$ cat src/wbuf_pkg.sv
// write buffer geometry, external write port, burst command and memory-side word types
package wbuf_pkg;

    // geometry of the write channel buffer
    localparam int EXT_AW      = 10;                 // 1K x 32 host side
    localparam int EXT_DW      = 32;
    localparam int PAGE_W      = 2;                  // four pages
    localparam int WORD_AW     = 7;                  // 128 64-bit words per page
    localparam int MEM_DW      = 64;                 // controller side word
    localparam int RAM_AW      = PAGE_W + WORD_AW;   // 512 x 64 read side
    localparam int RAM_OUT_REG = 1;                  // second read stage on by default

    // host write port, sampled on ext_clk
    typedef struct packed {
        logic              we;      // one word per cycle
        logic [EXT_AW-1:0] waddr;   // bit 0 selects low/high half
        logic [EXT_DW-1:0] data;
    } ext_wr_t;                     // 43 bits

    // burst command, qualified by a one-cycle start
    typedef struct packed {
        logic               set_page;   // load page before reading
        logic [PAGE_W-1:0]  page;
        logic [WORD_AW-1:0] len_m1;     // words minus one
    } burst_cmd_t;                      // 10 bits

    // word handed to the memory side with wvalid
    typedef struct packed {
        logic              last;    // final word of the burst
        logic [MEM_DW-1:0] data;    // {odd word, even word}
    } mem_wdata_t;                  // 65 bits

endpackage

$ cat src/wbuf_burst_reader.sv
// burst sequencer: page set, read strobes, page advance, valid/last/done aligned to ram data
`timescale 1ns/100ps

module wbuf_burst_reader (
    input  logic                         rclk,
    input  logic                         rst_n,
    input  logic                         start,       // one-cycle pulse
    input  wbuf_pkg::burst_cmd_t         cmd,
    output logic                         rpage_set,
    output logic [wbuf_pkg::PAGE_W-1:0]  rpage_in,
    output logic                         rd,
    output logic                         page_next,
    input  logic [wbuf_pkg::MEM_DW-1:0]  data_in,     // ram output, 2 cycles after rd
    output wbuf_pkg::mem_wdata_t         wdata,
    output logic                         wvalid,
    output logic                         done,
    output logic                         busy
);

    logic                         accept;     // start taken this cycle
    logic                         busy_q;
    logic                         arm_q;      // gap cycle before first rd
    logic                         rd_q;
    logic [wbuf_pkg::WORD_AW-1:0] cnt_q;      // words left minus one
    logic                         last_rd;    // final rd of the burst
    logic                         rd_d1;      // rd at ram latch stage
    logic                         last_d1;
    logic                         wvalid_q;   // rd at ram output stage
    logic                         wlast_q;

    assign accept  = start & ~busy_q;           // ignored while running
    assign last_rd = rd_q & (cnt_q == '0);

    // page load goes straight to the buffer, lands on the accept edge
    assign rpage_set = accept & cmd.set_page;
    assign rpage_in  = cmd.page;

    // command and read strobe sequencing
    always_ff @(posedge rclk or negedge rst_n) begin
        if (!rst_n) begin
            busy_q <= 1'b0;
            arm_q  <= 1'b0;
            rd_q   <= 1'b0;
            cnt_q  <= '0;
        end else begin
            if (accept) begin
                busy_q <= 1'b1;
                arm_q  <= 1'b1;
                cnt_q  <= cmd.len_m1;
            end else if (wlast_q) begin
                busy_q <= 1'b0;                 // last word has left
            end

            if (arm_q) begin
                arm_q <= 1'b0;
                rd_q  <= 1'b1;                  // first read
            end else if (rd_q) begin
                if (cnt_q == '0) begin
                    rd_q <= 1'b0;               // burst issued
                end else begin
                    cnt_q <= cnt_q - 1'b1;
                end
            end
        end
    end

    // two-stage shift tracking ram latency
    always_ff @(posedge rclk or negedge rst_n) begin
        if (!rst_n) begin
            rd_d1    <= 1'b0;
            last_d1  <= 1'b0;
            wvalid_q <= 1'b0;
            wlast_q  <= 1'b0;
        end else begin
            rd_d1    <= rd_q;
            last_d1  <= last_rd;
            wvalid_q <= rd_d1;
            wlast_q  <= last_d1;
        end
    end

    assign rd        = rd_q;
    assign page_next = last_rd;       // advance page, clear address

    assign wdata.last = wlast_q;
    assign wdata.data = data_in;      // meaningful only with wvalid
    assign wvalid     = wvalid_q;
    assign done       = wlast_q;      // same cycle as the last word
    assign busy       = busy_q;

endmodule

$ cat config.mk
export PLATFORM = sky130hd
export DESIGN_NAME = wbuf_burst_reader
export DESIGN_NICKNAME = d
export VERILOG_FILES = /design/src/wbuf_pkg.sv /design/src/wbuf_burst_reader.sv
export SDC_FILE = /design/constraint.sdc
export NUM_CORES = 1
export LEC_CHECK = 0
export BUFFER_PORTS_ARGS = -buffer_cell sky130_fd_sc_hd__buf_2
export CAP_MARGIN = 20
export CELL_PAD_IN_SITES_DETAIL_PLACEMENT = 1
export CELL_PAD_IN_SITES_GLOBAL_PLACEMENT = 1
export CORE_ASPECT_RATIO = 2
export CORE_MARGIN = 5
export CORE_UTILIZATION = 22
export DETAILED_ROUTE_END_ITERATION = 8
export GPL_TIMING_DRIVEN = 0
export PLACE_DENSITY_LB_ADDON = 0.1
export SLEW_MARGIN = 20
export SYNTH_ARGS = -nofsm -noshare
export SYNTH_HDL_FRONTEND = slang
export SYNTH_SLANG_ARGS = --single-unit
$ cat constraint.sdc
create_clock -name rclk -period 4.7 [get_ports rclk]
set_input_delay 1.41 -clock rclk [delete_from_list [all_inputs] [get_ports rclk]]
set_output_delay 1.41 -clock rclk [all_outputs]
set_load 0.05 [all_outputs]
== Yosys cells after proc, flatten, opt, wreduce, memory -nomap -nowiden ==
Index checks and enable logic that the tools add are counted.

* Reductions and logical operators: 2
* Bitwise gates (word level): 4
* Mux-type cells: 11
* $add $sub $neg: 1

{| class="wikitable"
|+ Operators with widths
! cell !! number
|-
| $mux 7 || 4
|-
| $logic_not 7->1 || 1
|-
| $mux 1 || 7
|-
| $sub 7x1->7 const B || 1
|-
| $and 1x1->1 || 3
|-
| $reduce_bool 2->1 || 1
|-
| $not 1->1 || 1
|}

* Bits in registers: 14
* Output and inout bits: 73
* Bits of input ports: 77

== Depth between registers and ports, before layout ==
Gate-level depths: netlist (run 1).

* Depth after elaboration: 6
* Mapped depth: 7
* Depth with buffers taken out: 6

== Worst setup path after synthesis (run 1) ==
Ideal clock, no wire load.

* Path type: register to output
* Start point: register cnt_q[3] in the netlist's numbering
* End point: output port page_next
* Slack: 0.662 ns
* Stages on the path, launching flop included: 4
* Required time: 3.290 ns
* Arrival: 2.628 ns
* Cells stage by stage: dfrtp_1 -> or3_1 -> buf_6 -> nor4b_1

* Longest elaborated chain between the ends: 2

{| class="wikitable"
|+ RTL lines
! what !! RTL line !! RTL
|-
| start: declaration || wbuf_burst_reader.sv:24 || <nowiki>logic [wbuf_pkg::WORD_AW-1:0] cnt_q;</nowiki>
|-
| start signal: assignment || wbuf_burst_reader.sv:49 || <nowiki>cnt_q <= cmd.len_m1;</nowiki>
|-
| start signal: assignment || wbuf_burst_reader.sv:61 || <nowiki>cnt_q <= cnt_q - 1'b1;</nowiki>
|-
| $logic_not 7->1 || wbuf_burst_reader.sv:32 || <nowiki>assign last_rd = rd_q & (cnt_q == '0);</nowiki>
|-
| $and 1x1->1 || wbuf_burst_reader.sv:32 ||
|-
| end: declaration || wbuf_burst_reader.sv:12 || <nowiki>output logic page_next,</nowiki>
|}

Every way passes these cells.

== Final worst setup path (run 1) ==
* Start point: input port start
* End point: output port rpage_set

* Longest elaborated chain between the ends: 2

{| class="wikitable"
|+ RTL lines
! what !! RTL line !! RTL
|-
| start: declaration || wbuf_burst_reader.sv:7 || <nowiki>input logic start,</nowiki>
|-
| $and 1x1->1 || wbuf_burst_reader.sv:31 || <nowiki>assign accept = start & ~busy_q;</nowiki>
|-
| $and 1x1->1 || wbuf_burst_reader.sv:35 || <nowiki>assign rpage_set = accept & cmd.set_page;</nowiki>
|-
| end: declaration || wbuf_burst_reader.sv:9 || <nowiki>output logic rpage_set,</nowiki>
|}

Every way passes these cells.

==> flow_summary_export.csv, run 1 <==
group,metric,value,unit
cts,ctsHoldBuffers,0,
timing,report.final.hold_viol_count,0,
synthesis,synth_edf_count,0,
pwr,p_leak,0.997,nW
die,die_x,63.1,microns
cells_and_area,layout-drive-gt1-share,70.3,%
cts,root_buffer,"clkbuf_8",
detailed_routing,ant_nets,0,
global_route,antenna_found_initial,0,
cts,cts-resized-gates,0,
cts,cts_max_level,1,
run_status,status,"finished clean",
die,initial_core_util,22.7,%
critical_path,worst_setup_path_end_kind,"output port",
synthesis,synth.distinct_cells,33,
detailed_routing,drtIter0Drc,18,
synthesis,synth-simple-area-share,15.9,%
timing,tightestPinTransition,0.474,ns
cts,cts_tree,"built",
cells_and_area,area.growth.synth_to_final,43.9,%
die,dieHeight,116,microns
timing,setup_violations,0,
cells_and_area,nets,309,
critical_path,r2r_cells,6,
synthesis,syn_area_per_cell,8.75,sq um
synthesis,ys_dominant_reg_cell,"dfrtp_1",
synthesis,synthMuxAreaShare,0.806,%
pwr,power_density,438,nW/um^2
pwr,ir_worst_vdd,0.244,mV
critical_path,worstPathMaxFanout,9,
synthesis,synthTopCellsByArea,"buf_4 40%, dfrtp_1 28%, nand3_1 3.2%",
timing,finClkSkew,0.00153,ns
global_route,grt_max_degree,15,
synthesis,yosysSeqAreaShare,28.2,%
synthesis,synth_top_family_by_area,"buffers and inverters",
global_route,track_usage,10.1,%
detailed_routing,wl,4050,microns
min_path,whs_path_depth,0,
detailed_routing,met2_length,2310,microns
min_path,hp-class,"reg2reg",
synthesis,yosysTopAreaCell,"buf_4",
detailed_routing,met3_wirelength,449,microns
global_route,grt_pass1_vias,1286,
cells_and_area,diodes,0,
global_route,grt_pass1_wl,5960,microns
critical_path,start_kind,"primary input",
timing,rsz0062_at_grt,"no",
global_route,grt-ovfl-total,0,
die,core-area,5470,sq um
timing,max_freq,0.259,GHz
critical_path,reg2reg_from,"cnt_q[3]",
detailed_routing,wl_per_cell,14.0,microns
detailed_routing,top_layer,"met4",
synthesis,synth_top_area_share,40.5,%
synthesis,async_flop_share,100,%
timing,period_share,82.3,%
synthesis,syn_area,1240,sq um
flow_run,cap_violations,0,
cts,clock_latency,0.25,ns
synthesis,ys_seq_elements,14,
detailed_routing,m1WireLength,1240,microns
critical_path,required,3.29,ns
cts,clockBufferDepth,2,
cts,postCtsSetupRepairBufs,0,
detailed_routing,vias,1201,
timing,whs,0.351,ns
synthesis,ys_warn_count,0,
placed_design,hpwlAfterDp,3620,microns
detailed_routing,vias_per_cell,4.16,
die,std_cell_rows,38,
die,dieArea,7340,sq um
timing,fin_crit,3.87,ns
timing,drv_slew,0,
min_path,min_from,"last_d1",
timing,tns,0,ns
cts,cts_buffers,3,
detailed_routing,remaining_drc_errors,0,
critical_path,worstPathArrival,2.46,ns
synthesis,synth-xor-area-share,0,%
synthesis,syn_nets,221,
detailed_routing,drtPass1Iterations,3,
critical_path,crit_type,"in2out",
cts,clock-sinks,14,
critical_path,crit_start,"start",
placed_design,gp_congestion,0.645,
synthesis,synth-compound-area-share,8.56,%
synthesis,synth_cells,142,
synthesis,synth_fa_ha_area_share,2.01,%
cts,clk_pin_slew,0.06,ns
placed_design,port_buffers,83,
timing,max_slew_margin,68.4,%
die,io_pins,150,
-- stage by stage --
step / utilization (%) / cell area, sq um / setup slack (ns) / std cells / power (mW)
2_1_floorplan: - / 1240 / 0.662 / 142 / 0.571
3_3_place_gp: 31.7 / 1730 / 0.831 / 285 / 0.669
3_5_place_dp: 31.7 / 1730 / 0.800 / 285 / 0.674
4_1_cts: 32.7 / 1790 / 0.798 / 289 / 0.797
5_1_grt: 32.7 / 1790 / 0.740 / 289 / 0.840
6_report: 32.7 / 1790 / 0.834 / 289 / 0.782
-- layer usage --
layer / global-route usage, % / up-vias
met2: 19.7 / 84
met3: 3.66 / 5
met4: 3.82 / 0
met5: 0 / -
li1: - / 575
met1: 9.28 / 537
-- worst paths after layout --
path,to,slack (ns)
worst min register to register,done,0.35
worst max-delay path,rpage_set,0.83
min in group asynchronous,cnt_q[2],1.06
worst max register to register,cnt_q[4],2.92
worst min-delay path,done,0.35
max in group asynchronous,arm_q,3.38
-- cells in the final DEF (no fill, tap or decap), drive strengths merged, types with 3 or more instances in the layout --
master / n
nand3: 8
inv: 3
nand2b: 3
or3: 3
clkbuf: 7
a21oi: 3
buf: 153
nand4: 3
dfrtp: 14
nor2: 6
nand2: 3
-- power breakdown --
part | switching, mW | total [mW] | internal (mW)
sequential | 0.0347 | 0.200 | 0.165
clock | 0.0466 | 0.121 | 0.0743
combinational | 0.297 | 0.462 | 0.165
-- synth_stat cells (2+ instances only) --
| cell type | instances |
|---|---|
| nand2b_1 | 3 |
| nor2b_1 | 2 |
| buf_6 | 2 |
| buf_4 | 67 |
| inv_1 | 3 |
| nand3_1 | 8 |
| a21oi_1 | 3 |
| or3_1 | 3 |
| dfrtp_1 | 14 |
| and2_1 | 2 |
| nand4_1 | 3 |
| nand2_1 | 3 |
| ha_1 | 2 |
| clkbuf_1 | 3 |
| nor2_1 | 6 |
-- worst max-delay path, cell delays in order --
cell,delay [ns]
buf_2,0.09
nor2b_1,0.12
clkbuf_1,0.39
and2_1,0.19
buf_2,0.26
-- cells by family (layout without fill, tap and decap cells) --
kind of cell	Yosys count	in the layout
AOI/OAI and AO/OA	13	13
and+or+nand+nor	36	36
adders and majority gates	2	2
DFF	14	14
buffers and inverters	76	163
muxes	1	1
-- layout make-up --
cell class	count	area, sq um
plain buffers	73	542
clock buffers	4	55.1
fillers	693	3680
flip-flops and latches	14	350
inverters	3	11.3
well taps	60	75.1
multi-input cells	52	339
repair buffers	83	415
-- sequential cells by signal, indices dropped and copies added, names as in the netlist --
signal   count
last_d1      1
rd_d1        1
rd           1
wvalid       1
done         1
arm_q        1
busy         1
cnt_q        7
(Power assumes the default switching activity.)
==> inputs of run 2 (changes only) <==
--- a/config.mk
+++ b/config.mk
@@ -11,7 +11,7 @@
 export CELL_PAD_IN_SITES_GLOBAL_PLACEMENT = 1
 export CORE_ASPECT_RATIO = 2
 export CORE_MARGIN = 5
-export CORE_UTILIZATION = 22
+export CORE_UTILIZATION = 19
 export DETAILED_ROUTE_END_ITERATION = 8
 export GPL_TIMING_DRIVEN = 0
 export PLACE_DENSITY_LB_ADDON = 0.1
==> constraint.sdc (replaced) <==
create_clock -name rclk -period 3.4 [get_ports rclk]
set_input_delay 1.02 -clock rclk [delete_from_list [all_inputs] [get_ports rclk]]
set_output_delay 1.02 -clock rclk [all_outputs]
set_load 0.05 [all_outputs]
==> run 2 against run 1 <==
Via count fell by 2.2%; die area rose by 14%; cell count rose by 9.0%; highest routed layer unchanged; largest cell class unchanged; final area rose by 4.1%; critical endpoint unchanged.
==> flow_summary_export.csv, run 2 (synthesized netlist as in run 1, its figures left out) <==
group,metric,value,unit
detailed_routing,vias,1175,
cells_and_area,regMostFlops,"cnt_q",
cells_and_area,layout_commonest_cell,"buf_2",
cts,cts_tree,"built",
cells_and_area,n_fill_cell,814,
critical_path,path_delay_family,"buffers and inverters",
critical_path,worstPathArrival,2.05,ns
timing,max_slew_margin,68.4,%
placed_design,gp_congestion,0.658,
placed_design,hpwlAfterDp,3760,microns
detailed_routing,wl,4170,microns
critical_path,start_kind,"primary input",
timing,setup_violations,0,
timing,tightestPinTransition,0.474,ns
critical_path,cpMostUsedCell,"buf_2",
die,dieArea,8350,sq um
critical_path,required,2.38,ns
min_path,hp-class,"reg2reg",
global_route,grt_pass1_wl,6700,microns
placed_design,port_buffers,83,
cts,ctsHoldBuffers,0,
pwr,p_leak,1.01,nW
global_route,grt_max_degree,15,
cts,clock_latency,0.24,ns
timing,report.final.hold_viol_count,0,
pwr,power_density,627,nW/um^2
die,io_pins,150,
run_status,status,"finished clean",
die,die_x,67.2,microns
cells_and_area,layout-drive-gt1-share,70.7,%
die,std_cell_rows,41,
critical_path,crit_chain,"buf_2, nor2b_1, clkbuf_1, and2_1, buf_2",
global_route,antenna_found_initial,0,
global_route,grt_pass1_vias,1326,
cts,postCtsSetupRepairBufs,0,
critical_path,worst_setup_path_end_kind,"output port",
die,core-area,6360,sq um
cells_and_area,nets,309,
detailed_routing,vias_per_cell,3.73,
cts,cts_max_level,1,
flow_run,cap_violations,0,
timing,finClkSkew,0.00301,ns
cells_and_area,largest_reg_flops,7,
detailed_routing,drtPass1Iterations,4,
timing,max_freq,0.326,GHz
global_route,grt-ovfl-total,0,
cts,clk_pin_slew,0.05,ns
timing,drv_slew,0,
cts,root_buffer,"clkbuf_16",
timing,period_share,90.3,%
pwr,ir_worst_vdd,0.173,mV
cells_and_area,seqCellArea,350,sq um
die,initial_core_util,19.5,%
timing,fin_crit,3.07,ns
critical_path,crit_type,"in2out",
critical_path,slowest_stage,"clkbuf_1",
timing,rsz0062_at_grt,"no",
detailed_routing,remaining_drc_errors,0,
critical_path,max_stage_delay,0.39,ns
cells_and_area,multi_input_area,345,sq um
global_route,track_usage,10.1,%
cells_and_area,diodes,0,
cts,cts_buffers,3,
cts,cts-resized-gates,0,
critical_path,worstPathMaxFanout,9,
detailed_routing,drtIter0Drc,23,
cells_and_area,final_cell_mix,"84 x buf_2, 67 x buf_4, 14 x dfrtp_1",
cts,clockBufferDepth,2,
die,dieHeight,124,microns
cts,clock-sinks,14,
pwr,totalPowerFinal,1.17,mW
detailed_routing,ant_nets,0,
critical_path,worst-path-buf-inv,3,
timing,tns,0,ns
detailed_routing,wl_per_cell,13.2,microns
cells_and_area,area.growth.synth_to_final,49.7,%
run 2: cell counts in the layout (fill, tap and decap cells not counted):
No cell type changed its count.
run 2: path summary, 6_finish.rpt:
path / startpoint / endpoint / slack (ns) / depth (start not counted)
worst min-delay path: rd_d1 / wvalid / 0.35 / 0
worst max-delay path: start / rpage_set / 0.33 / 5
worst min register to register: rd_d1 / wvalid / 0.35 / 0
max in group asynchronous: rst_n / done / 2.47 / 1
min in group asynchronous: rst_n / last_d1 / 0.68 / 1
worst max register to register: cnt_q[3] / cnt_q[4] / 1.56 / 6
run 2: final cells by class:
cell class              count  area share [%]
well taps                  86            5.78
multi-input cells          52            18.6
clock buffers               4            4.77
repair buffers             83            22.3
flip-flops and latches     14            18.8
plain buffers              73            29.1
inverters                   3           0.605
run 2: report_power, final:
group,internal (mW),leakage (nW),switching (mW)
Clock,0.178,0.0442,0.0695
Sequential,0.228,0.164,0.0486
Combinational,0.229,0.804,0.413
run 2: metal layers:
layer	part of all wire, %	GRT usage [%]	vias up
li1	-	-	577
met1	31	10.1	524
met2	59	19.5	70
met3	8.8	2.53	4
met4	0.79	2.51	0
met5	0	0	-
run 2: through the flow:
stage               utilization [%]  instance area (sq um)  std cells  hold slack [ns]  worst slack (ns)
floorplan                         -                   1250        142            0.331             0.482
global placement               27.9                   1770        311            0.335             0.293
global route                   29.2                   1860        315            0.372             0.211
CTS                            29.2                   1860        315            0.350             0.258
finish                         29.2                   1860        315            0.347             0.328
detailed placement             27.9                   1770        311            0.339             0.289
